File: config.mk
export PLATFORM = sky130hd
export DESIGN_NAME = mem_arbiter
export DESIGN_NICKNAME = d
export VERILOG_FILES = /design/src/logic/isa_pkg.sv /design/src/logic/pipe_pkg.sv /design/src/logic/mem_arbiter.sv
export VERILOG_INCLUDE_DIRS = /design/src /design/src/include
export SDC_FILE = /design/constraint.sdc
export NUM_CORES = 1
export LEC_CHECK = 0
export BUFFER_PORTS_ARGS = -buffer_cell sky130_fd_sc_hd__buf_2
export CELL_PAD_IN_SITES_DETAIL_PLACEMENT = 1
export CELL_PAD_IN_SITES_GLOBAL_PLACEMENT = 2
export CORE_AREA = 2 2 83 92
export DETAILED_ROUTE_END_ITERATION = 12
export DIE_AREA = 0 0 85 94
export GPL_ROUTABILITY_DRIVEN = 0
export PLACE_DENSITY = 0.92
export SLEW_MARGIN = 20
export SYNTH_ARGS = -nofsm -noshare
export SYNTH_HDL_FRONTEND = slang
export SYNTH_SLANG_ARGS = --single-unit
File: constraint.sdc
create_clock -name vclk -period 0.8
set_input_delay 0 -clock vclk [all_inputs]
set_output_delay 0 -clock vclk [all_outputs]
set_load 0.01 [all_outputs]
File: src/include/cpu_cfg.svh
`ifndef CPU_CFG_SVH
`define CPU_CFG_SVH

// Data path and instruction word width
`define CPU_XLEN 16

// Architectural registers, r0 reads as zero
`define CPU_NREGS 16

// Unified memory depth in words
`define CPU_MEM_WORDS 256

// Byte address width seen by the core
`define CPU_MADDR_W 16

`endif

File: src/logic/isa_pkg.sv
package isa_pkg;

	// Top nibble of every instruction
	typedef enum logic [3:0] {
		OP_ADD = 4'h0,
		OP_SUB = 4'h1,
		OP_XOR = 4'h2,
		OP_AND = 4'h3,
		OP_SLL = 4'h4,
		OP_SRA = 4'h5,
		OP_LW  = 4'h8,
		OP_SW  = 4'h9,
		OP_LHB = 4'hA,
		OP_LLB = 4'hB,
		OP_B   = 4'hC,
		OP_PCS = 4'hE,
		OP_HLT = 4'hF
	} opcode_e;

	// Branch condition, instr[11:9]
	typedef enum logic [2:0] {
		CC_NE, CC_EQ, CC_GT, CC_LT, CC_GE, CC_LE, CC_OV, CC_AL
	} cond_e;

	// Bit order z, v, n is shared with the flag write mask
	typedef struct packed {
		logic z;
		logic v;
		logic n;
	} flags_t;

	// Result source in EX
	typedef enum logic [1:0] {
		WB_ALU, WB_LHB, WB_LLB, WB_PC
	} wb_sel_e;

	typedef struct packed {
		logic       reg_write;
		logic       mem_to_reg;
		logic       mem_write;
		opcode_e    alu_op;
		logic [2:0] set_flags;
		logic       is_branch;
		logic       is_halt;
		wb_sel_e    wb_sel;
	} ctrl_t;

endpackage

File: src/logic/pipe_pkg.sv
`include "cpu_cfg.svh"

package pipe_pkg;
	import isa_pkg::*;

	localparam int REG_AW  = $clog2(`CPU_NREGS);
	// Loader addresses whole words
	localparam int LOAD_AW = $clog2(`CPU_MEM_WORDS);

	// ------------------------------------------------------------
	// Stage registers
	// ------------------------------------------------------------
	typedef struct packed {
		logic [`CPU_MADDR_W-1:0] pc_plus_2;
		logic [`CPU_XLEN-1:0]    instr;
	} if_id_t;

	typedef struct packed {
		ctrl_t                   ctrl;
		logic [`CPU_MADDR_W-1:0] pc_plus_2;
		logic [`CPU_XLEN-1:0]    instr;
		logic [`CPU_XLEN-1:0]    rs_data;
		logic [`CPU_XLEN-1:0]    rt_data;
		logic [REG_AW-1:0]       rs;
		logic [REG_AW-1:0]       rt;
		logic [REG_AW-1:0]       rd;
	} id_ex_t;

	typedef struct packed {
		ctrl_t                   ctrl;
		logic [`CPU_XLEN-1:0]    result;
		logic [`CPU_XLEN-1:0]    store_data;
		logic [`CPU_MADDR_W-1:0] addr;
		logic [REG_AW-1:0]       rd;
	} ex_mem_t;

	typedef struct packed {
		logic                 reg_write;
		logic                 is_halt;
		logic [REG_AW-1:0]    rd;
		logic [`CPU_XLEN-1:0] data;
	} mem_wb_t;

	// ------------------------------------------------------------
	// Memory port and external traffic
	// ------------------------------------------------------------
	typedef struct packed {
		logic                    valid;
		logic                    write;
		logic [`CPU_MADDR_W-1:0] addr;
		logic [`CPU_XLEN-1:0]    wdata;
	} mem_req_t;

	typedef struct packed {
		logic                 valid;
		logic [LOAD_AW-1:0]   addr;
		logic [`CPU_XLEN-1:0] data;
	} load_t;

	typedef struct packed {
		logic                 valid;
		logic [REG_AW-1:0]    rd;
		logic [`CPU_XLEN-1:0] data;
	} commit_t;

	// Operand source for EX
	typedef enum logic [1:0] {
		FWD_NONE, FWD_MEM, FWD_WB
	} fwd_e;

endpackage

File: src/logic/mem_arbiter.sv
`timescale 1ns/1ns
`include "cpu_cfg.svh"

module mem_arbiter
	import pipe_pkg::*;
(
	input  logic     clk,
	input  logic     arst_n,
	input  load_t    load,
	input  mem_req_t data_req,
	input  mem_req_t fetch_req,
	output logic     fetch_gnt,
	output mem_req_t mem_req
);

// Grant vector, load / data / fetch
logic [2:0] gnt;

assign gnt[2] = load.valid;
assign gnt[1] = data_req.valid && !load.valid;
assign gnt[0] = fetch_req.valid && !load.valid && !data_req.valid;

always_comb begin
	mem_req = fetch_req;
	if (gnt[2]) begin
		// Word index to byte address
		mem_req = '{valid: 1'b1, write: 1'b1,
			addr: {{(`CPU_MADDR_W-LOAD_AW-1){1'b0}}, load.addr, 1'b0},
			wdata: load.data};
	end else if (gnt[1]) begin
		mem_req = data_req;
	end
end

assign fetch_gnt = gnt[0];

a_one_owner: assert property (@(posedge clk) disable iff (!arst_n)
	$onehot0(gnt) && (mem_req.valid == |gnt));

endmodule

## Yosys cells after proc, flatten, opt, wreduce, memory -nomap -nowiden

Cells that the tools add are included.

- Register bits after elaboration: 0
- Bits in latches: 0
- RAM bits: 0
- ROM bits: 0
- Logic and storage cells: 7
- Memories: 0

- Add/subtract/negate cells: 0
- Multiply operators: 0
- Divide/modulo/power cells: 0
- Order comparisons: 0
- Equality and inequality tests: 0
- Shift-type cells: 0
- Multiplexer cells: 2
- Bitwise gates (word level): 0
- Reductions and logical operators: 5

Operators with widths:

| kind | count |
|---|---|
| $mux 34 | 2 |
| $logic_and 1x1->1 | 3 |
| $logic_not 1->1 | 2 |

## Longest topological paths before layout

- Depth in word-level cells: 4
- Depth in mapped cells: 4

## Worst setup path after synthesis

No wires, ideal clock.

- Kind: input-to-output
- Start: input data_req[33] (netlist name)
- End: output fetch_gnt
- Data arrival time: 0.594 ns
- Required time: 0.800 ns
- Slack: 0.206 ns
- Stages: 3
- Cells stage by stage: buf_6 > buf_8 > nor3b_1

- Word-level cells in the longest chain between the ends: 2

RTL lines:

| what | RTL line | text |
|---|---|---|
| from (decl) | mem_arbiter.sv:10 | `input mem_req_t data_req,` |
| $logic_not 1->1 | mem_arbiter.sv:21 | `assign gnt[0] = fetch_req.valid && !load.valid && !data_req.valid;` |
| $logic_and 1x1->1 | mem_arbiter.sv:21 |  |
| to (decl) | mem_arbiter.sv:12 | `output logic fetch_gnt,` |

Every way passes these cells.

==> summary.txt <==
Floorplan
  • Core area: 0.00701 mm2
  • Io pins: 130
  • Initial Util: 9.80%
  • Die span in y: 94 um
  • Placement Rows: 32
  • Die area: 0.00799 mm2
  • Horiz. Die Dim: 85 um

Cells and area
  • Register area: 0 um2
  • Antenna cell count: 0
  • Area of the multi-input gates: 589 um2
  • Final core utilization: 21.2%
  • Fillcell total: 884
  • Nets: 325
  • Non-filler cells, final: 313
  • Seq Cell Count: 0
  • Synth-to-Final Area Change: 116%
  • Clock buf count: 0
  • Share of layout cells above drive strength 1: 59.6%

GRT
  • Total GRT Usage: 8.31%
  • First-pass GRT wire length: 5.58 mm
  • GRT overflow: 0
  • Vias in the first global route: 1,238
  • Largest net degree at the start of global routing: 21
  • Antenna violations before repair: 0

Synth
  • Register area share after synthesis: 0%
  • Mapped Nets: 197
  • Yosys warnings: 0
  • Mapped Area: 687 um2
  • Cell variety after synth: 15
  • Synth Area per Inst: 6.73 um2
  • Syn Inst Count: 102

Drt
  • DR vias: 1,219
  • Routed WL: 3.70 mm
  • Drt wl/cell: 11.8 um
  • Antenna viol nets, final: 0
  • DRC viols: 0
  • 1st-iter DRT viols: 19
  • DR pass1 iterations: 2
  • Drt via density: 3.89

Worst hold path
  • Hold crit path type: input pin to primary output
  • Hold Path Stages: 4
  • Worst min-delay path endpoint: mem_req[9]
  • Hold path startpoint: load[9]

Timing
  • Post-route setup slack: 0.0495 ns
  • Pins Over Slew Limit: 0
  • Worst-Margin Slew: 0.192 ns
  • Relative slew slack: 86.8%
  • Final worst path period share: 93.8%
  • Final setup violation count: 0
  • Tmin final: 0.750 ns
  • Final Hold Fails: 0
  • Fmax achieved: 1330 MHz
  • RSZ-0062 raised after global routing: no

Worst setup path
  • Critical path type: input pin to primary output
  • Worst path max stage delay: 0.25 ns
  • Critical Path Start: data_req[33]
  • Critical path buffer and inverter count: 3
  • Crit path DAT: 0.75 ns
  • CP endpoint kind: primary output
  • Maximum fanout along the worst path: 9
  • Crit start category: input pin
  • CP delay by family, top: buffers and inverters
  • Critical path, cell by cell: buf_6 -> buf_12 -> nor2b_1 -> a211o_1 -> buf_2
  • CP required: 0.80 ns
  • Slowest cell on the critical path: a211o_1

Place
  • Port Buffers: 128
  • Dpl hpwl: 3.03 mm
  • Placed cells: 311
  • Post-place setup slack: -0.0276 ns

Power
  • Peak VDD IR: 159 uV
  • Total power: 0.814 mW
  • Cell leakage power: 0.886 nW
  • PwrDens: 548 mW/mm2

Outcome
  • Status: complete, no violations

Flow run
  • Max Cap Viol: 0

CTS
  • Postcts setup bufs: 0
==> Yosys cell counts, drive strengths merged <==
library cell	n	share of area, %
nand2	24	13
nor2	8	4.4
mux2i	32	47
or3	1	0.91
a211o	1	1.3
clkbuf	3	1.6
buf	7	13
o21ai	24	17
nor2b	1	0.91
nor3b	1	1.1
==> what timing repair did <==
action,4_1_cts,5_1_grt
endpoints found under the setup margin,2,15
gates resized for setup,3,3
hold buffers,0,0
gates cloned,1,1
==> final cells by class <==
cell class	instances	area share, %
Tap cell	85	7.16
Multi-Input combinational cell	92	39.7
Timing Repair Buffer	136	53.2
==> worst max path at each step <==
stage | end | slack, ns | cells past startpoint
4_1_cts | mem_req[33] | 0.003 | 4
2_1_floorplan | fetch_gnt | 0.21 | 3
5_1_grt | mem_req[32] | 0.01 | 5
3_5_place_dp | mem_req[32] | -0.03 | 5
6_report | mem_req[32] | 0.05 | 5
3_3_place_gp | mem_req[32] | 0.002 | 5
==> placed cells by master (no fill, tap or decap), drive strengths merged <==
cell type  Yosys  layout
buf            7     135
mux2i         32      32
nand2         24      24
o21ai         24      24
nor2           8       8
nor2b          1       1
a211o          1       1
nor3b          1       1
or3            1       1
clkbuf         3       1
==> routing by layer <==
layer  track usage (%)  routed length (um)
met1              8.51                1260
met2              17.1                2010
met3              2.37                 421
met4             0.397                   0
met5                 0                   0
==> report_power, final <==
group | switching [mW] | leakage (nW) | total, mW | internal (mW)
registers | 0 | 0 | 0 | 0
clock network | 0 | 0 | 0 | 0
logic | 0.370 | 0.886 | 0.814 | 0.443
==> logic make-up (layout without fill, tap and decap cells) <==
kind of cell | Yosys count | count (layout) | synth area share [%]
compound gates | 25 | 25 | 18.8
buf+inv | 10 | 136 | 14.2
mux | 32 | 32 | 46.6
simple gates | 35 | 35 | 20.4
==> stage by stage <==
| stage | setup TNS, ns | hold slack, ns | cell area, um2 |
|---|---|---|---|
| 2_1_floorplan | 0 | 0.119 | 687 |
| 3_3_place_gp | 0 | 0.283 | 1420 |
| 3_5_place_dp | -0.0499 | 0.285 | 1420 |
| 4_1_cts | 0 | 0.289 | 1450 |
| 5_1_grt | 0 | 0.310 | 1490 |
| 6_report | 0 | 0.292 | 1490 |
No activity file was read; power rests on OpenSTA's default activity.
