==> src/include/cpu_cfg.svh <==
`ifndef CPU_CFG_SVH
`define CPU_CFG_SVH

// Data path and instruction word width
`define CPU_XLEN 16

// Architectural registers, r0 reads as zero
`define CPU_NREGS 16

// Unified memory depth in words
`define CPU_MEM_WORDS 256

// Byte address width seen by the core
`define CPU_MADDR_W 16

`endif

==> src/logic/isa_pkg.sv <==
package isa_pkg;

	// Top nibble of every instruction
	typedef enum logic [3:0] {
		OP_ADD = 4'h0,
		OP_SUB = 4'h1,
		OP_XOR = 4'h2,
		OP_AND = 4'h3,
		OP_SLL = 4'h4,
		OP_SRA = 4'h5,
		OP_LW  = 4'h8,
		OP_SW  = 4'h9,
		OP_LHB = 4'hA,
		OP_LLB = 4'hB,
		OP_B   = 4'hC,
		OP_PCS = 4'hE,
		OP_HLT = 4'hF
	} opcode_e;

	// Branch condition, instr[11:9]
	typedef enum logic [2:0] {
		CC_NE, CC_EQ, CC_GT, CC_LT, CC_GE, CC_LE, CC_OV, CC_AL
	} cond_e;

	// Bit order z, v, n is shared with the flag write mask
	typedef struct packed {
		logic z;
		logic v;
		logic n;
	} flags_t;

	// Result source in EX
	typedef enum logic [1:0] {
		WB_ALU, WB_LHB, WB_LLB, WB_PC
	} wb_sel_e;

	typedef struct packed {
		logic       reg_write;
		logic       mem_to_reg;
		logic       mem_write;
		opcode_e    alu_op;
		logic [2:0] set_flags;
		logic       is_branch;
		logic       is_halt;
		wb_sel_e    wb_sel;
	} ctrl_t;

endpackage

==> src/logic/pipe_pkg.sv <==
`include "cpu_cfg.svh"

package pipe_pkg;
	import isa_pkg::*;

	localparam int REG_AW  = $clog2(`CPU_NREGS);
	// Loader addresses whole words
	localparam int LOAD_AW = $clog2(`CPU_MEM_WORDS);

	// ------------------------------------------------------------
	// Stage registers
	// ------------------------------------------------------------
	typedef struct packed {
		logic [`CPU_MADDR_W-1:0] pc_plus_2;
		logic [`CPU_XLEN-1:0]    instr;
	} if_id_t;

	typedef struct packed {
		ctrl_t                   ctrl;
		logic [`CPU_MADDR_W-1:0] pc_plus_2;
		logic [`CPU_XLEN-1:0]    instr;
		logic [`CPU_XLEN-1:0]    rs_data;
		logic [`CPU_XLEN-1:0]    rt_data;
		logic [REG_AW-1:0]       rs;
		logic [REG_AW-1:0]       rt;
		logic [REG_AW-1:0]       rd;
	} id_ex_t;

	typedef struct packed {
		ctrl_t                   ctrl;
		logic [`CPU_XLEN-1:0]    result;
		logic [`CPU_XLEN-1:0]    store_data;
		logic [`CPU_MADDR_W-1:0] addr;
		logic [REG_AW-1:0]       rd;
	} ex_mem_t;

	typedef struct packed {
		logic                 reg_write;
		logic                 is_halt;
		logic [REG_AW-1:0]    rd;
		logic [`CPU_XLEN-1:0] data;
	} mem_wb_t;

	// ------------------------------------------------------------
	// Memory port and external traffic
	// ------------------------------------------------------------
	typedef struct packed {
		logic                    valid;
		logic                    write;
		logic [`CPU_MADDR_W-1:0] addr;
		logic [`CPU_XLEN-1:0]    wdata;
	} mem_req_t;

	typedef struct packed {
		logic                 valid;
		logic [LOAD_AW-1:0]   addr;
		logic [`CPU_XLEN-1:0] data;
	} load_t;

	typedef struct packed {
		logic                 valid;
		logic [REG_AW-1:0]    rd;
		logic [`CPU_XLEN-1:0] data;
	} commit_t;

	// Operand source for EX
	typedef enum logic [1:0] {
		FWD_NONE, FWD_MEM, FWD_WB
	} fwd_e;

endpackage

==> src/logic/alu.sv <==
`timescale 1ns/1ns
`include "cpu_cfg.svh"

module alu
	import isa_pkg::*;
(
	input  logic [`CPU_XLEN-1:0] a,
	input  logic [`CPU_XLEN-1:0] b,
	input  opcode_e              op,
	output logic [`CPU_XLEN-1:0] y,
	output flags_t               flags,
	output logic [2:0]           flag_we
);

localparam int MSB = `CPU_XLEN - 1;

always_comb begin
	// Logic ops and shifts touch z only
	flag_we = 3'b100;
	flags.v = 1'b0;
	case (op)
		OP_ADD: begin
			y = a + b;
			flags.v = (a[MSB] == b[MSB]) && (y[MSB] != a[MSB]);
			flag_we = 3'b111;
		end
		OP_SUB: begin
			y = a - b;
			// Operands of opposite sign, result flips
			flags.v = (a[MSB] != b[MSB]) && (y[MSB] != a[MSB]);
			flag_we = 3'b111;
		end
		OP_XOR: y = a ^ b;
		OP_AND: y = a & b;
		OP_SLL: y = a << b[3:0];
		OP_SRA: y = $signed(a) >>> b[3:0];
		default: begin
			y = a + b;
			flag_we = 3'b000;
		end
	endcase
	flags.z = (y == '0);
	flags.n = y[MSB];
end

endmodule

==> src/logic/reg_file.sv <==
`timescale 1ns/1ns
`include "cpu_cfg.svh"

module reg_file #(
	parameter int AW = $clog2(`CPU_NREGS)
) (
	input  logic                 clk,
	input  logic                 arst_n,
	input  logic [AW-1:0]        rs,
	input  logic [AW-1:0]        rt,
	output logic [`CPU_XLEN-1:0] rs_data,
	output logic [`CPU_XLEN-1:0] rt_data,
	input  logic                 we,
	input  logic [AW-1:0]        rd,
	input  logic [`CPU_XLEN-1:0] wd
);

logic [`CPU_XLEN-1:0] regs [`CPU_NREGS];

always_ff @(posedge clk or negedge arst_n) begin
	if (!arst_n) begin
		for (int i = 0; i < `CPU_NREGS; i++) begin
			regs[i] <= '0;
		end
	end else if (we && rd != '0) begin
		regs[rd] <= wd;
	end
end

// WB write visible to ID in the same cycle
assign rs_data = (rs == '0) ? '0 : (we && rd == rs) ? wd : regs[rs];
assign rt_data = (rt == '0) ? '0 : (we && rd == rt) ? wd : regs[rt];

a_wr_known: assert property (@(posedge clk) disable iff (!arst_n)
	we |-> !$isunknown({rd, wd}));

endmodule

==> src/logic/hazard_unit.sv <==
`timescale 1ns/1ns

module hazard_unit
	import pipe_pkg::*;
(
	input  logic [REG_AW-1:0] id_rs,
	input  logic [REG_AW-1:0] id_rt,
	input  logic [REG_AW-1:0] ex_rd,
	input  logic              ex_mem_to_reg,
	input  logic [REG_AW-1:0] ex_rs,
	input  logic [REG_AW-1:0] ex_rt,
	input  logic [REG_AW-1:0] mem_rd,
	input  logic              mem_we,
	input  logic [REG_AW-1:0] wb_rd,
	input  logic              wb_we,
	output logic              stall,
	output fwd_e              fwd_a,
	output fwd_e              fwd_b
);

// Load result exists only after MEM, so hold the consumer one cycle
assign stall = ex_mem_to_reg && ex_rd != '0 && (ex_rd == id_rs || ex_rd == id_rt);

// Youngest producer wins
assign fwd_a = (mem_we && mem_rd != '0 && mem_rd == ex_rs) ? FWD_MEM :
	(wb_we && wb_rd != '0 && wb_rd == ex_rs) ? FWD_WB : FWD_NONE;
assign fwd_b = (mem_we && mem_rd != '0 && mem_rd == ex_rt) ? FWD_MEM :
	(wb_we && wb_rd != '0 && wb_rd == ex_rt) ? FWD_WB : FWD_NONE;

always_comb begin
	a_stall_load: assert final (!stall || ex_mem_to_reg);
end

endmodule

==> src/logic/cpu_core.sv <==
`timescale 1ns/1ns
`include "cpu_cfg.svh"

module cpu_core
	import isa_pkg::*;
	import pipe_pkg::*;
(
	input  logic                    clk,
	input  logic                    arst_n,
	input  logic                    run,
	output mem_req_t                fetch_req,
	input  logic                    fetch_gnt,
	output mem_req_t                data_req,
	input  logic [`CPU_XLEN-1:0]    rdata,
	output commit_t                 commit,
	output logic                    hlt,
	output logic [`CPU_MADDR_W-1:0] pc_out
);

// LLB r0 as bubble: no flags, no register write
localparam logic [`CPU_XLEN-1:0] NOP = {OP_LLB, 12'h000};
localparam if_id_t IF_BUBBLE = '{pc_plus_2: '0, instr: NOP};

if_id_t  if_id_q;
id_ex_t  id_ex_q;
ex_mem_t ex_mem_q;
mem_wb_t mem_wb_q;
flags_t  flags_q;
logic [`CPU_MADDR_W-1:0] pc_q, pc_next2, br_target;
logic halting_q, hlt_q, stall, flush, cond_ok, halt_dec, fetch_en;
fwd_e fwd_a, fwd_b;

// ----------------------------------------------------------
// IF
// ----------------------------------------------------------
assign pc_next2 = pc_q + `CPU_MADDR_W'(2);
// Stop fetching once HLT sits in ID; PC parks one word past it
assign fetch_en = run && !halting_q && !halt_dec;
assign fetch_req = '{valid: fetch_en && !stall, write: 1'b0, addr: pc_q, wdata: '0};

// ----------------------------------------------------------
// ID
// ----------------------------------------------------------
opcode_e id_op;
ctrl_t   id_ctrl;
logic [REG_AW-1:0] id_rs, id_rt, id_rd;
logic [`CPU_XLEN-1:0] id_rs_data, id_rt_data;

assign id_op = opcode_e'(if_id_q.instr[15:12]);
assign id_rd = if_id_q.instr[11:8];
// SW data and LHB/LLB source come from the rd field
assign id_rs = (id_op inside {OP_SW, OP_LHB, OP_LLB}) ? if_id_q.instr[11:8] : if_id_q.instr[7:4];
// Memory base register
assign id_rt = (id_op inside {OP_LW, OP_SW}) ? if_id_q.instr[7:4] : if_id_q.instr[3:0];

always_comb begin
	id_ctrl = '0;
	id_ctrl.alu_op = id_op;
	case (id_op)
		OP_ADD, OP_SUB, OP_XOR, OP_AND, OP_SLL, OP_SRA: begin
			id_ctrl.reg_write = 1'b1;
			id_ctrl.set_flags = 3'b111;
		end
		OP_LW: begin
			id_ctrl.reg_write = 1'b1;
			id_ctrl.mem_to_reg = 1'b1;
		end
		OP_SW: id_ctrl.mem_write = 1'b1;
		OP_LHB: begin
			id_ctrl.reg_write = 1'b1;
			id_ctrl.wb_sel = WB_LHB;
		end
		OP_LLB: begin
			id_ctrl.reg_write = 1'b1;
			id_ctrl.wb_sel = WB_LLB;
		end
		OP_B: id_ctrl.is_branch = 1'b1;
		OP_PCS: begin
			id_ctrl.reg_write = 1'b1;
			id_ctrl.wb_sel = WB_PC;
		end
		OP_HLT: id_ctrl.is_halt = 1'b1;
		default: ;
	endcase
	// r0 writes never leave WB
	if (id_rd == '0) begin
		id_ctrl.reg_write = 1'b0;
	end
end

assign halt_dec = id_ctrl.is_halt && !flush;

reg_file i_reg_file (
	.clk(clk), .arst_n(arst_n), .rs(id_rs), .rt(id_rt),
	.rs_data(id_rs_data), .rt_data(id_rt_data),
	.we(mem_wb_q.reg_write), .rd(mem_wb_q.rd), .wd(mem_wb_q.data)
);

hazard_unit i_hazard_unit (
	.id_rs(id_rs), .id_rt(id_rt), .ex_rd(id_ex_q.rd),
	.ex_mem_to_reg(id_ex_q.ctrl.mem_to_reg), .ex_rs(id_ex_q.rs), .ex_rt(id_ex_q.rt),
	.mem_rd(ex_mem_q.rd), .mem_we(ex_mem_q.ctrl.reg_write),
	.wb_rd(mem_wb_q.rd), .wb_we(mem_wb_q.reg_write),
	.stall(stall), .fwd_a(fwd_a), .fwd_b(fwd_b)
);

// ----------------------------------------------------------
// EX
// ----------------------------------------------------------
logic [`CPU_XLEN-1:0] ex_a, ex_b, alu_b, alu_y, ex_result, ex_addr, instr_x;
flags_t alu_flags;
logic [2:0] alu_we, flag_mask;

assign instr_x = id_ex_q.instr;
assign ex_a = (fwd_a == FWD_MEM) ? ex_mem_q.result :
	(fwd_a == FWD_WB) ? mem_wb_q.data : id_ex_q.rs_data;
assign ex_b = (fwd_b == FWD_MEM) ? ex_mem_q.result :
	(fwd_b == FWD_WB) ? mem_wb_q.data : id_ex_q.rt_data;
// Shift amount is the immediate
assign alu_b = (id_ex_q.ctrl.alu_op inside {OP_SLL, OP_SRA}) ?
	{{(`CPU_XLEN-4){1'b0}}, instr_x[3:0]} : ex_b;

alu i_alu (
	.a(ex_a), .b(alu_b), .op(id_ex_q.ctrl.alu_op),
	.y(alu_y), .flags(alu_flags), .flag_we(alu_we)
);

always_comb begin
	case (id_ex_q.ctrl.wb_sel)
		WB_LHB: ex_result = {instr_x[7:0], ex_a[7:0]};
		WB_LLB: ex_result = {ex_a[15:8], instr_x[7:0]};
		WB_PC: ex_result = id_ex_q.pc_plus_2;
		default: ex_result = alu_y;
	endcase
	case (cond_e'(instr_x[11:9]))
		CC_NE: cond_ok = !flags_q.z;
		CC_EQ: cond_ok = flags_q.z;
		CC_GT: cond_ok = !flags_q.z && !flags_q.n;
		CC_LT: cond_ok = flags_q.n;
		CC_GE: cond_ok = flags_q.z || !flags_q.n;
		CC_LE: cond_ok = flags_q.z || flags_q.n;
		CC_OV: cond_ok = flags_q.v;
		default: cond_ok = 1'b1;
	endcase
end

// Even base plus word offset
assign ex_addr = (ex_b & ~`CPU_XLEN'(1)) + {{(`CPU_XLEN-5){instr_x[3]}}, instr_x[3:0], 1'b0};
assign br_target = id_ex_q.pc_plus_2 + {{(`CPU_MADDR_W-10){instr_x[8]}}, instr_x[8:0], 1'b0};
assign flush = id_ex_q.ctrl.is_branch && cond_ok;
assign flag_mask = id_ex_q.ctrl.set_flags & alu_we;

// ----------------------------------------------------------
// MEM and WB
// ----------------------------------------------------------
assign data_req = '{valid: ex_mem_q.ctrl.mem_to_reg || ex_mem_q.ctrl.mem_write,
	write: ex_mem_q.ctrl.mem_write, addr: ex_mem_q.addr, wdata: ex_mem_q.store_data};
assign commit = '{valid: mem_wb_q.reg_write, rd: mem_wb_q.rd, data: mem_wb_q.data};
assign hlt = hlt_q || mem_wb_q.is_halt;
assign pc_out = pc_q;

always_ff @(posedge clk or negedge arst_n) begin
	if (!arst_n) begin
		pc_q <= '0;
		if_id_q <= IF_BUBBLE;
		id_ex_q <= '0;
		ex_mem_q <= '0;
		mem_wb_q <= '0;
		flags_q <= '0;
		halting_q <= 1'b0;
		hlt_q <= 1'b0;
	end else begin
		// Redirect beats stall; denied fetch leaves a bubble
		if (flush) begin
			pc_q <= br_target;
			if_id_q <= IF_BUBBLE;
		end else if (!stall) begin
			if (fetch_en && fetch_gnt) begin
				pc_q <= pc_next2;
				if_id_q <= '{pc_plus_2: pc_next2, instr: rdata};
			end else begin
				if_id_q <= IF_BUBBLE;
			end
		end
		if (flush || stall) begin
			id_ex_q <= '0;
		end else begin
			id_ex_q <= '{ctrl: id_ctrl, pc_plus_2: if_id_q.pc_plus_2, instr: if_id_q.instr,
				rs_data: id_rs_data, rt_data: id_rt_data, rs: id_rs, rt: id_rt, rd: id_rd};
		end
		flags_q <= (flags_q & ~flag_mask) | (alu_flags & flag_mask);
		ex_mem_q <= '{ctrl: id_ex_q.ctrl, result: ex_result, store_data: ex_a,
			addr: ex_addr, rd: id_ex_q.rd};
		mem_wb_q <= '{reg_write: ex_mem_q.ctrl.reg_write, is_halt: ex_mem_q.ctrl.is_halt,
			rd: ex_mem_q.rd,
			data: ex_mem_q.ctrl.mem_to_reg ? rdata : ex_mem_q.result};
		halting_q <= halting_q || halt_dec;
		hlt_q <= hlt;
	end
end

a_flush_wins: assert property (@(posedge clk) disable iff (!arst_n)
	flush |=> (id_ex_q.ctrl == '0));

endmodule

==> config.mk <==
export PLATFORM = sky130hd
export DESIGN_NAME = cpu_core
export DESIGN_NICKNAME = d
export VERILOG_FILES = /design/src/logic/isa_pkg.sv /design/src/logic/pipe_pkg.sv /design/src/logic/alu.sv /design/src/logic/reg_file.sv /design/src/logic/hazard_unit.sv /design/src/logic/cpu_core.sv
export VERILOG_INCLUDE_DIRS = /design/src /design/src/include
export SDC_FILE = /design/constraint.sdc
export NUM_CORES = 1
export LEC_CHECK = 0
export ABC_CLOCK_PERIOD_IN_PS = 6200
export BUFFER_PORTS_ARGS = -buffer_cell sky130_fd_sc_hd__buf_2
export CAP_MARGIN = 10
export CORE_ASPECT_RATIO = 0.7
export CORE_MARGIN = 2
export CORE_UTILIZATION = 50
export CTS_CLUSTER_DIAMETER = 80
export DETAILED_ROUTE_END_ITERATION = 6
export PLACE_DENSITY_LB_ADDON = 0.08
export SLEW_MARGIN = 20
export SYNTH_ARGS = -nofsm -noshare
export SYNTH_HDL_FRONTEND = slang
export SYNTH_SLANG_ARGS = --single-unit
export TNS_END_PERCENT = 50
==> constraint.sdc <==
create_clock -name clk -period 6.2 [get_ports clk]
set_input_delay 0 -clock clk [delete_from_list [all_inputs] [get_ports clk]]
set_output_delay 0 -clock clk [all_outputs]
set_load 0.01 [all_outputs]
# Yosys cells after proc, flatten, opt, wreduce, memory -nomap -nowiden
# Cells that the tools add are included.
dict set report word_totals {
  in_bits 20
  out_inout_bits 106
  reg_bits 473
}
dict set report classes {
  n_reduce_logical 52
  muxes 45
  n_addsub 5
  n_bitwise 10
  eq_ne 43
  shifts 2
  order_cmp 4
}
# cell count
set op_table {}
lappend op_table {{16-bit 2-to-1 mux} 18}
lappend op_table {{256-bit bitwise mux} 1}
lappend op_table {{16-bit binary-select mux with 4-bit select} 2}
lappend op_table {{32-bit 2-to-1 mux} 3}
lappend op_table {{90-bit 2-to-1 mux} 1}
lappend op_table {{16-bit case mux with 5 select lines} 1}
lappend op_table {{16-bit demux with 4-bit select} 1}
lappend op_table {{16-bit adder} 3}
lappend op_table {{16-bit case mux with 3 select lines} 1}
lappend op_table {{4-bit == test} 8}
lappend op_table {{4-bit == test, second input constant} 7}
lappend op_table {{1-bit logical AND} 20}
lappend op_table {{4-bit zero test} 5}
lappend op_table {{16-bit by 2-bit adder with 16-bit output, second input constant} 1}
lappend op_table {{16-bit bitwise AND} 1}
lappend op_table {{4-bit by 2-bit == test with 1-bit output, second input constant} 4}
lappend op_table {{4-bit by 3-bit == test with 1-bit output, second input constant} 4}
lappend op_table {{16-bit zero test} 1}
lappend op_table {{16-bit by 4-bit << shifter with 16-bit output} 1}
lappend op_table {{16-bit by 4-bit >>> shifter with 16-bit output} 1}
lappend op_table {{16-bit subtractor} 1}
lappend op_table {{16-bit XOR} 1}
lappend op_table {{5-bit >= comparator, second input constant} 3}
lappend op_table {{4-bit NOT with 5-bit output} 3}
lappend op_table {{32 further kinds} 69}

# Depth between registers and ports, before layout
# Gate-level depths: netlist (run 1).
dict set report logic_depth {
  ltp_word 15
  mapped_depth 23
  mapped_depth_nobuf 20
}

# Cells and area by module
# Synthesis (run 1) repeated with hierarchy kept, for this count alone.
dict set report hier_totals {
  hier_cells 2588
  area_unflattened_um2 28785.1
}
# mod cells_each n_inst area_each_um2
set by_module_without_submodules {}
lappend by_module_without_submodules {reg_file 1048 1 14044.7}
lappend by_module_without_submodules {cpu_core 951 1 10528.8}
lappend by_module_without_submodules {alu 549 1 3887.5}
lappend by_module_without_submodules {hazard_unit 40 1 324.1}

# Worst setup path before layout (run 1)
# Ideal clock, no wire load.
dict set report synth_timing {
  path_kind {register -> register}
  start {register mem_wb_q (netlist bit commit[19])}
  end {register ex_mem_q[51] in the netlist's numbering}
  setup_ns 0.083
  period_less_slack_ns 4.918
  n_path_buf 3
  stages_incl_launch_ff 22
  path_slack_ns 1.282
  arrival_time_ns 4.835
  t_required_ns 6.117
  cell_sequence {dfrtp_1 -> buf_2 -> o41a_1 -> and3_1 -> nand2_1 -> buf_1 -> mux2i_1 -> o21ai_0 -> nand2_1 -> ha_1 -> clkbuf_1 -> nor2b_1 -> o21a_1 -> nor4_1 -> a211oi_1 -> o41a_1 -> o31ai_1 -> a2bb2oi_1 -> mux2i_1 -> and3b_1 -> mux2_2 -> o21ai_0}
}
dict set report synth_via {
  elab_chain_cells 12
  elab_cells_between_ends 27
  cone_classes {add/sub (2); eq/ne (6); shift (2); mux (11); bitwise (2); reduce/logical (4)}
}
# item line
set synth_lines {}
lappend synth_lines {{start: declaration} cpu_core.sv:27} ;# mem_wb_t mem_wb_q;
lappend synth_lines {{start signal: assignment} cpu_core.sv:194} ;# mem_wb_q <= '{reg_write: ex_mem_q.ctrl.reg_write, is_halt: ex_mem_q.ctrl.is_halt,
lappend synth_lines {{4-bit nonzero test} {hazard_unit.sv:26, hazard_unit.sv:28}}
lappend synth_lines {{1-bit logical AND} {hazard_unit.sv:26, hazard_unit.sv:28}}
lappend synth_lines {{1-bit logical AND} hazard_unit.sv:28} ;# (wb_we && wb_rd != '0 && wb_rd == ex_rt) ? FWD_WB : FWD_NONE;
lappend synth_lines {{2-bit 2-to-1 mux} hazard_unit.sv:28}
lappend synth_lines {{2-bit 2-to-1 mux} hazard_unit.sv:27} ;# assign fwd_b = (mem_we && mem_rd != '0 && mem_rd == ex_rt) ? FWD_MEM :
lappend synth_lines {{2-bit == test} cpu_core.sv:118} ;# (fwd_b == FWD_WB) ? mem_wb_q.data : id_ex_q.rt_data;
lappend synth_lines {{16-bit 2-to-1 mux} cpu_core.sv:118}
lappend synth_lines {{16-bit 2-to-1 mux} cpu_core.sv:117} ;# assign ex_b = (fwd_b == FWD_MEM) ? ex_mem_q.result :
lappend synth_lines {{16-bit 2-to-1 mux} cpu_core.sv:120} ;# assign alu_b = (id_ex_q.ctrl.alu_op inside {OP_SLL, OP_SRA}) ?
lappend synth_lines {{16-bit adder, or another cell as far along} {alu.sv:23, alu.sv:38}}
lappend synth_lines {{16-bit case mux with 5 select lines} alu.sv:21} ;# case (op)
lappend synth_lines {{16-bit case mux with 3 select lines (*)} cpu_core.sv:129} ;# case (id_ex_q.ctrl.wb_sel)
lappend synth_lines {{net ex_result[15]} cpu_core.sv:110} ;# logic [`CPU_XLEN-1:0] ex_a, ex_b, alu_b, alu_y, ex_result, ex_addr, instr_x;
lappend synth_lines {{end signal: assignment} cpu_core.sv:192} ;# ex_mem_q <= '{ctrl: id_ex_q.ctrl, result: ex_result, store_data: ex_a,
lappend synth_lines {{end: declaration} cpu_core.sv:26} ;# ex_mem_t ex_mem_q;
# The timed path passes the listed nets; every way through them passes the cells marked *.
# A chain may end at the register's enable or synchronous reset.

# Worst setup path in the final report (run 1)
dict set report layout_timing {
  start {register mem_wb_q (netlist bit commit[17])}
  end {register ex_mem_q[50] in the netlist's numbering}
}
dict set report layout_via {
  elab_cells_between_ends 27
  cone_classes {add/sub (2); eq/ne (6); shift (2); mux (11); bitwise (2); reduce/logical (4)}
}
# item line
set layout_rtl {}
lappend layout_rtl {{4-bit nonzero test} hazard_unit.sv:26} ;# (wb_we && wb_rd != '0 && wb_rd == ex_rs) ? FWD_WB : FWD_NONE;
lappend layout_rtl {{1-bit logical AND} hazard_unit.sv:26}
lappend layout_rtl {{1-bit logical AND (*)} hazard_unit.sv:26}
lappend layout_rtl {{2-bit 2-to-1 mux (*)} hazard_unit.sv:26}
lappend layout_rtl {{2-bit 2-to-1 mux (*)} hazard_unit.sv:25} ;# assign fwd_a = (mem_we && mem_rd != '0 && mem_rd == ex_rs) ? FWD_MEM :
lappend layout_rtl {{2-bit == test} cpu_core.sv:116} ;# (fwd_a == FWD_WB) ? mem_wb_q.data : id_ex_q.rs_data;
lappend layout_rtl {{16-bit 2-to-1 mux} cpu_core.sv:116}
lappend layout_rtl {{16-bit 2-to-1 mux (*)} cpu_core.sv:115} ;# assign ex_a = (fwd_a == FWD_MEM) ? ex_mem_q.result :
lappend layout_rtl {{net ex_a[0]} cpu_core.sv:110}
lappend layout_rtl {{16-bit adder, or another cell as far along} {alu.sv:23, alu.sv:38}}
lappend layout_rtl {{16-bit case mux with 5 select lines (*)} alu.sv:21}
lappend layout_rtl {{16-bit case mux with 3 select lines (*)} cpu_core.sv:129}
lappend layout_rtl {{net ex_result[14]} cpu_core.sv:110}
# Marked as above.

==> results of run 1 <==
-- power by group through the flow --
stage	clock, mW	combinational, mW	sequential, mW
after global routing	3.47	1.43	3.45
after floorplan	0	0.941	3.38
after global placement	0	1.30	3.47
after detailed placement	0	1.30	3.48
after CTS	3.34	1.32	3.43
final	3.28	1.33	3.43
-- layout make-up --
cell class                 instances  area, um^2  area share
sequential                       466       11660      0.3796
inverter                          65       244.0    0.007939
clock buffer                      63        1380     0.04490
tap                              740       925.9     0.03013
multi-input combinational       1967       14800      0.4816
timing repair buffer             195        1299     0.04226
clock inverter                    27       419.2     0.01364
-- cell families after synthesis --
family | share of synthesized area
xor gates and xnor gates | 0.02905
AOI/OAI and AO/OA | 0.1331
buffers and inverters | 0.06440
DFF | 0.4161
and+or+nand+nor | 0.1421
other | 0.0001338
muxes | 0.1845
adders and majority gates | 0.03053
-- cell usage after synthesis (11+ instances only) --
library cell / n / share of area
sky130_fd_sc_hd__ha_1: 62 / 0.028
sky130_fd_sc_hd__a21o_1: 16 / 0.0043
sky130_fd_sc_hd__a22o_1: 15 / 0.0047
sky130_fd_sc_hd__a311oi_1: 51 / 0.016
sky130_fd_sc_hd__and3_1: 49 / 0.011
sky130_fd_sc_hd__o21bai_1: 13 / 0.0035
sky130_fd_sc_hd__dfrtp_1: 463 / 0.41
sky130_fd_sc_hd__nand2_1: 377 / 0.050
sky130_fd_sc_hd__o22ai_1: 12 / 0.0027
sky130_fd_sc_hd__o21ai_0: 96 / 0.017
sky130_fd_sc_hd__buf_4: 90 / 0.024
sky130_fd_sc_hd__a31oi_1: 36 / 0.0080
sky130_fd_sc_hd__inv_1: 60 / 0.0080
sky130_fd_sc_hd__and2_1: 54 / 0.012
sky130_fd_sc_hd__nor2_1: 130 / 0.017
sky130_fd_sc_hd__a21oi_1: 109 / 0.019
sky130_fd_sc_hd__buf_1: 26 / 0.0035
sky130_fd_sc_hd__a22oi_1: 11 / 0.0029
sky130_fd_sc_hd__xor2_1: 29 / 0.0091
sky130_fd_sc_hd__mux2i_1: 41 / 0.015
sky130_fd_sc_hd__mux2_2: 265 / 0.11
sky130_fd_sc_hd__nand2b_1: 12 / 0.0027
sky130_fd_sc_hd__o31ai_1: 15 / 0.0040
sky130_fd_sc_hd__nand3_1: 103 / 0.018
sky130_fd_sc_hd__nor4_1: 11 / 0.0025
sky130_fd_sc_hd__nor3_1: 64 / 0.011
sky130_fd_sc_hd__clkbuf_1: 183 / 0.025
sky130_fd_sc_hd__buf_2: 14 / 0.0025
sky130_fd_sc_hd__xnor2_1: 64 / 0.020
sky130_fd_sc_hd__mux4_2: 79 / 0.063
sky130_fd_sc_hd__a211oi_1: 69 / 0.018
-- worst register-to-register path, cell delays in order (launching register included) --
cell and delay, ns:
sky130_fd_sc_hd__dfrtp_1 0.54, sky130_fd_sc_hd__o41a_1 0.53, sky130_fd_sc_hd__nand3_1 0.36, sky130_fd_sc_hd__nor2_1 0.11, sky130_fd_sc_hd__mux2i_1 0.14, sky130_fd_sc_hd__o21ai_0 0.23
sky130_fd_sc_hd__buf_4 0.19, sky130_fd_sc_hd__inv_1 0.09, sky130_fd_sc_hd__ha_1 0.23, sky130_fd_sc_hd__fa_1 0.46, sky130_fd_sc_hd__o21bai_1 0.16, sky130_fd_sc_hd__a21o_1 0.18
sky130_fd_sc_hd__a31oi_1 0.14, sky130_fd_sc_hd__a21oi_1 0.31, sky130_fd_sc_hd__a31oi_1 0.19, sky130_fd_sc_hd__o21a_1 0.26, sky130_fd_sc_hd__o21ai_0 0.25, sky130_fd_sc_hd__mux2i_1 0.22
sky130_fd_sc_hd__nor2_1 0.09, sky130_fd_sc_hd__a2111oi_4 0.31, sky130_fd_sc_hd__inv_2 0.05, sky130_fd_sc_hd__mux4_2 0.45
-- worst max-delay path by stage --
stage | from | to | cells after the start
2_1_floorplan | commit[19] | ex_mem_q[51] | 21
3_3_place_gp | commit[17] | ex_mem_q[50] | 21
3_5_place_dp | commit[17] | ex_mem_q[50] | 21
4_1_cts | commit[17] | ex_mem_q[50] | 21
5_1_grt | commit[17] | ex_mem_q[50] | 21
6_report | commit[17] | ex_mem_q[50] | 21
-- registers in the layout (all words and copies together) (netlist names), 4 cells and up, named ones only --
signal / flops
id_ctrl: 4
id_ex_q: 71
id_rd: 4
i_reg_file.regs: 256
instr_x: 9
ex_mem_q: 23
commit: 21
pc_out: 16
data_req: 32
if_id_q: 24
-- metal layers --
| metal | track usage | vias up | part of all wire |
|---|---|---|---|
| li1 | - | 9858 | - |
| met5 | 0 | - | 0.00061 |
| met1 | 0.5061 | 11330 | 0.46 |
| met2 | 0.4558 | 1035 | 0.41 |
| met3 | 0.09819 | 155 | 0.11 |
| met4 | 0.07645 | 8 | 0.022 |
-- what timing repair did --
item	CTS	global route
hold endpoints to repair	125	0
hold buffers	17	0
endpoints found under the setup margin	0	0
buffers inserted	0	0
-- stage by stage --
step                instance area (um^2)  instances  worst slack, ns  hold slack (ns)
floorplan                          28100       2816            1.282          -0.2956
global placement                   28760       3416           0.8182           0.1008
detailed placement                 28760       3416           0.7552           0.1063
CTS                                30730       3523           0.7328          0.06939
global route                       30730       3523           0.3063          0.09305
finish                             30730       3523           0.5970          0.02654
==> results.md, run 1 <==
| Metric | Value | Unit |
|:---|:---|:---|
| Die width | 287.0 | um |
| Family with the most delay on the worst path | compound AO/OA/AOI/OAI gates | - |
| Number of filler cells placed in the layout | 4828 | - |
| Final setup violation count | 0 | - |
| Peak VDD IR | 0.2731 | mV |
| Sink count of the clock tree | 466 | - |
| All-Layer GR Usage | 0.3304 | - |
| Warnings from Yosys | 0 | - |
| # IOs | 126 | - |
| Routed Wire Length | 95780 | um |
| Utilization after layout | 0.5556 | - |
| Dominant register cell in the synthesized netlist | sky130_fd_sc_hd__dfrtp_1 | - |
| Class of the most critical setup path | reg -> reg | - |
| Final period util | 0.9037 | - |
| Netlist cell types | 91 | - |
| Clock insertion delay at the later pin of the skew report | 0.60 | ns |
| Worst reg2reg endpoint | ex_mem_q[50] | - |
| Result of the run | completed | - |
| Worst reg2reg startpoint | commit[17] | - |
| Synthesized instance count | 2799 | - |
| Final Max Tran Viols | 0 | - |
| RSZ-0062 raised after global routing | no | - |
| Dpl hpwl | 64310 | um |
| Most common cell after layout, fill and taps aside | sky130_fd_sc_hd__dfrtp_1 | - |
| Startpoint types | flip-flop | - |
| Biggest fanout along the worst timing path | 14 | - |
| Number of global-route vias before repair | 21520 | - |
| Final sum of negative setup slack | 0 | ns |
| Fraction of synthesis flops using an asynchronous set or reset pin | 1.000 | - |
| Placeable core region | 0.05531 | mm^2 |
| Floorplan row count | 72 | - |
| Gate power share | 0.165 | - |
| H-tree level count | 2 | - |
| CTS tree | built | - |
| Number of antenna repair diodes | 0 | - |
| Final ANT Viol Nets | 0 | - |
| Max transition margin | 0.3001 | - |
| Clock edge transition at the registers on the reported setup and hold paths | 0.07 | ns |
| Seq/Total Area, Yosys | 0.4161 | - |
| Number of buffer cells added on primary ports | 107 | - |
| Power per standard cell area | 261.8 | mW/mm^2 |
| Number of buffers on the longest clock path | 3 | - |
| GR Overflow Total | 0 | - |
| Starting Density | 0.5069 | - |
| Overall die height | 202.1 | um |
| Detail-routed net length per standard cell | 27.19 | um |
| Crit path largest cell delay | 0.54 | ns |
| Count of buffer and inverter cells on the critical path | 3 | - |
| Layout Area Growth over Synthesis | 9.622 | % |
| Req. time, crit path | 6.67 | ns |
| Proportion of layout cells with a drive suffix above 1 | 0.2407 | - |
| Worst Clk Skew | 0.02008 | ns |
| Number of enable-type register cells in the synthesized netlist | 0 | - |
| Arrival time of data at the critical path endpoint | 6.07 | ns |
| Number of clock buffers inserted by TritonCTS | 49 | - |
| Max cap viols | 0 | - |
| Cell internal power dissipation | 5.670 | mW |
| Nets@finish | 2830 | - |
| Sequential share of power | 0.426 | - |
| Post-cts gate resize count | 0 | - |
| Number of antenna violations at the first check in global routing | 6 | - |
| Slowest stage cell, crit path | sky130_fd_sc_hd__dfrtp_1 | - |
| Class of the most critical hold timing path | in -> async | - |
| Clock share of power | 0.408 | - |
| Die area | 0.05801 | mm^2 |
| Most frequent cells in the layout | 463 x sky130_fd_sc_hd__dfrtp_1, 377 x sky130_fd_sc_hd__nand2_1, 264 x sky130_fd_sc_hd__mux2_2 | - |
| Number of DRC markers in iteration 0 | 2374 | - |
| LEAKAGE | 13.82 | nW |
| Slack of the worst reg-to-reg path | 0.60 | ns |
| Max frequency | 0.1785 | GHz |
| Endpoint kind of the worst setup timing path | flip-flop | - |
| Slew @ Worst Pin | 1.042 | ns |
| Via total after detailed routing | 22380 | - |
| Routed vias/inst | 6.353 | - |
| CTS Root Buffer Type | sky130_fd_sc_hd__clkbuf_16 | - |
| Wire length of the first global-routing pass | 143600 | um |
| Pin count of the biggest net entering global routing | 163 | - |
| #FFs+latches synth | 466 | - |
| Total count of hold-check failures in the final report | 0 | - |
| R2r worst-path depth | 21 | - |
| Netlist Area Pre-Place | 0.02804 | mm^2 |
| Syn avg cell area | 10.02 | um^2 |
| Number of DRC violations after detailed routing | 0 | - |
| Fraction of power spent switching nets | 0.2952 | - |
| TritonRoute pass-1 iters | 5 | - |
| Period minus WS final | 5.603 | ns |
| Cells traversed along the worst timing path | o41a_1 -> nand3_1 -> nor2_1 -> mux2i_1 -> o21ai_0 -> buf_4 -> inv_1 -> ha_1 -> fa_1 -> o21bai_1 -> a21o_1 -> a31oi_1 -> a21oi_1 -> a31oi_1 -> o21a_1 -> o21ai_0 -> mux2i_1 -> nor2_1 -> a2111oi_4 -> inv_2 -> mux4_2 | - |
| Total power draw | 8.045 | mW |
| GP Congestion | 1.013 | - |
| Power dissipated by switching net loads | 2.375 | mW |
(Power assumes the default switching activity.)
==> inputs of run 2 (changes only) <==
--- a/config.mk
+++ b/config.mk
@@ -12,6 +12,7 @@
 export CORE_ASPECT_RATIO = 0.7
 export CORE_MARGIN = 2
 export CORE_UTILIZATION = 50
+export CTS_BUF_LIST = sky130_fd_sc_hd__clkbuf_4
 export CTS_CLUSTER_DIAMETER = 80
 export DETAILED_ROUTE_END_ITERATION = 6
 export PLACE_DENSITY_LB_ADDON = 0.08
==> results.md, run 2 (synthesis results as in run 1) <==
| Metric | Value | Unit | Delta |
|:---|:---|:---|:---|
| Number of DRC violations after detailed routing | 0 | - | unchanged |
| Floorplan row count | 72 | - | unchanged |
| Sink count of the clock tree | 466 | - | unchanged |
| Routed Wire Length | 96860 | um | +1.1% |
| Number of global-route vias before repair | 22110 | - | +2.8% |
| GP Congestion | 1.013 | - | unchanged |
| Number of clock buffers inserted by TritonCTS | 114 | - | +130% |
| Starting Density | 0.5069 | - | unchanged |
| Final design area excluding fillers | 0.03063 | mm^2 | -0.35% |
| Proportion of layout cells with a drive suffix above 1 | 0.2616 | - | +0.02084 |
| Final Max Tran Viols | 0 | - | unchanged |
| Clock edge transition at the registers on the reported setup and hold paths | 0.07 | ns | about the same |
| TritonRoute pass-1 iters | 6 | - | +1 |
| Source of the worst hold timing path | rdata[1] | - |  |
| Period minus WS final | 5.567 | ns | -0.03624 ns |
| Total cell area at the placement stage | 0.02876 | mm^2 | unchanged |
| Detail Route met2 WL | 40370 | um | +2.2% |
| Arrival time of data at the critical path endpoint | 6.36 | ns | +0.29 ns |
| Number of filler cells placed in the layout | 4900 | - | +1.5% |
| Power per standard cell area | 241.6 | mW/mm^2 | -7.7% |
| Area used by sequential logic in the layout | 0.01166 | mm^2 | unchanged |
| Result of the run | completed | - |  |
| Final Non-Filler Cells | 3654 | - | +3.7% |
| H-tree level count | 3 | - | +1 |
| Crit path largest cell delay | 0.76 | ns | +0.22 ns |
| Hold WS | 0.09079 | ns | +0.06425 ns |
| R2r worst-path depth | 19 | - | -9.5% |
| Total power draw | 7.399 | mW | -8.0% |
| Slowest stage cell, crit path | sky130_fd_sc_hd__o41ai_4 | - |  |
| Final sum of negative setup slack | 0 | ns | unchanged |
| LEAKAGE | 13.90 | nW | +0.59% |
| Peak VDD IR | 0.1647 | mV | -40% |
| Req. time, crit path | 6.99 | ns | +0.32 ns |
| Die width | 287.0 | um | unchanged |
| Count of buffer and inverter cells on the critical path | 2 | - | -1 |
| Final setup violation count | 0 | - | unchanged |
| Class of the most critical setup path | reg -> reg | - |  |
| Placeable core region | 0.05531 | mm^2 | unchanged |
| Die area | 0.05801 | mm^2 | unchanged |
| Clock insertion delay at the later pin of the skew report | 0.94 | ns | +0.34 ns |
| Post-cts gate resize count | 0 | - | unchanged |
| Via total after detailed routing | 22980 | - | +2.6% |
| Slew @ Worst Pin | 1.026 | ns | -0.01544 ns |
| Family with the most delay on the worst path | compound AO/OA/AOI/OAI gates | - |  |
| Slack of the worst reg-to-reg path | 0.63 | ns | +0.04 ns |
| Most numerous cell on the critical path | sky130_fd_sc_hd__o21bai_1 | - |  |
| RSZ-0062 raised after global routing | no | - |  |
| Biggest register | i_reg_file.regs | - |  |
| Number of buffer cells added on primary ports | 107 | - | unchanged |
| Routed vias/inst | 6.288 | - | -1.0% |
| Highest Signal Layer | met5 | - |  |
| Max FFs per register | 256 | - | unchanged |
| Stages on worst setup path | 19 | - | -9.5% |
| Worst Clk Skew | 0.1234 | ns | +0.1033 ns |
| Most common cell after layout, fill and taps aside | sky130_fd_sc_hd__dfrtp_1 | - |  |
| Final period util | 0.8979 | - | -0.005845 |
| Endpoint kind of the worst setup timing path | flip-flop | - |  |
| Routed metal-1 wirelength | 43740 | um | +0.13% |
| DP Worst Slack | 0.7552 | ns | unchanged |
| Max frequency | 0.1796 | GHz | +0.65% |
| Overall die height | 202.1 | um | unchanged |
| Class of the most critical hold timing path | in -> reg | - |  |
| Dpl hpwl | 64310 | um | unchanged |
| Wire length of the first global-routing pass | 145600 | um | +1.4% |
| Total count of hold-check failures in the final report | 0 | - | unchanged |
| CTS tree | built | - |  |
| Startpoint types | flip-flop | - |  |
| Min-Delay Endpoint | commit[1] | - |  |
| Detail-routed net length per standard cell | 26.51 | um | -2.5% |
| Max transition margin | 0.3104 | - | +0.01037 |
| Max cap viols | 0 | - | unchanged |
| All-Layer GR Usage | 0.3357 | - | +0.005293 |
| Start point of the critical path | ex_mem_q[1] | - |  |
| Cells traversed along the worst timing path | o41ai_4 -> nor3_1 -> a311o_1 -> nand2_2 -> ha_1 -> inv_1 -> fa_1 -> nor2b_1 -> o21a_1 -> o21bai_1 -> a21o_1 -> o21ai_0 -> a211o_1 -> a31oi_1 -> o21bai_1 -> xnor2_1 -> a2111oi_4 -> inv_2 -> mux4_2 | - |  |
| GR Overflow Total | 0 | - | unchanged |
| Total placed cells including tap cells | 3416 | - | unchanged |
| Number of DRC markers in iteration 0 | 2518 | - | +6.1% |
| Worst reg2reg startpoint | ex_mem_q[1] | - |  |
| # IOs | 126 | - | unchanged |
| Number of antenna violations at the first check in global routing | 6 | - | unchanged |
| Cell depth of the worst hold path | 3 | - |  |
| Number of buffers on the longest clock path | 3 | - | unchanged |
| Layout Area Growth over Synthesis | 9.243 | % |  |
| Biggest fanout along the worst timing path | 12 | - | -2 |
| Final ANT Viol Nets | 0 | - | unchanged |
| Nets@finish | 2917 | - | +3.1% |
| Worst Slack Setup Final | 0.6332 | ns | +0.03624 ns |
| CTS Root Buffer Type | sky130_fd_sc_hd__clkbuf_4 | - |  |
| Most frequent cells in the layout | 463 x sky130_fd_sc_hd__dfrtp_1, 377 x sky130_fd_sc_hd__nand2_1, 264 x sky130_fd_sc_hd__mux2_2 | - |  |
| Multi-input gate area in the final layout | 0.01480 | mm^2 | unchanged |
| Utilization after layout | 0.5537 | - | -0.001922 |
| Pin count of the biggest net entering global routing | 163 | - | unchanged |
| Length of routed met3 wiring | 10750 | um | +3.1% |
| Worst reg2reg endpoint | ex_mem_q[50] | - |  |
## run 2: changes by cell type in the layout (fill, tap and decap cells not counted), moves of 3 or more
cell / delta
sky130_fd_sc_hd__clkbuf_4: +169
sky130_fd_sc_hd__clkbuf_16: -50
sky130_fd_sc_hd__clkinv_1: +22
sky130_fd_sc_hd__dlygate4sd3_1: +21
sky130_fd_sc_hd__clkbuf_8: -8
sky130_fd_sc_hd__bufinv_16: -7
sky130_fd_sc_hd__clkinv_2: -7
sky130_fd_sc_hd__clkbuf_1: -5
sky130_fd_sc_hd__clkinvlp_4: -3
## run 2: where the power goes
group	switching [mW]	internal (mW)	leakage, nW	total, mW
Clock	1.30	1.32	0.859	2.62
Combinational	0.822	0.524	6.64	1.35
Sequential	0.238	3.19	6.40	3.43
## run 2: worst min-delay path: stages
cell	delay, ns
sky130_fd_sc_hd__dlygate4sd3_1	0.52
sky130_fd_sc_hd__buf_2	0.21
sky130_fd_sc_hd__mux2_2	0.19
## run 2: how the worst max path moves through the flow
stage / slack, ns / endpoint
floorplan: 1.28 / ex_mem_q[51]
global placement: 0.82 / ex_mem_q[50]
detailed placement: 0.76 / ex_mem_q[50]
CTS: 0.76 / ex_mem_q[50]
global route: 0.32 / ex_mem_q[50]
finish: 0.63 / ex_mem_q[50]
## run 2: per-layer routing
layer	track usage	vias to the layer above
li1	-	10120
met1	0.5109	11620
met2	0.4599	1081
met3	0.1033	148
met4	0.08705	4
met5	0	-
## run 2: layout make-up
type                       count  share of cell area
antenna                        1          0.00008171
clock buffer                 169             0.04143
clock inverter                29            0.006005
inverter                      65            0.007966
multi-input combinational   1967              0.4832
sequential                   466              0.3809
tap                          740             0.03023
timing repair buffer         217             0.05017
## run 2: what timing repair did
| item | CTS | global route |
|---|---|---|
| endpoints found under the hold margin | 444 | 0 |
| setup buffers | 0 | 0 |
| hold buffers | 39 | 0 |
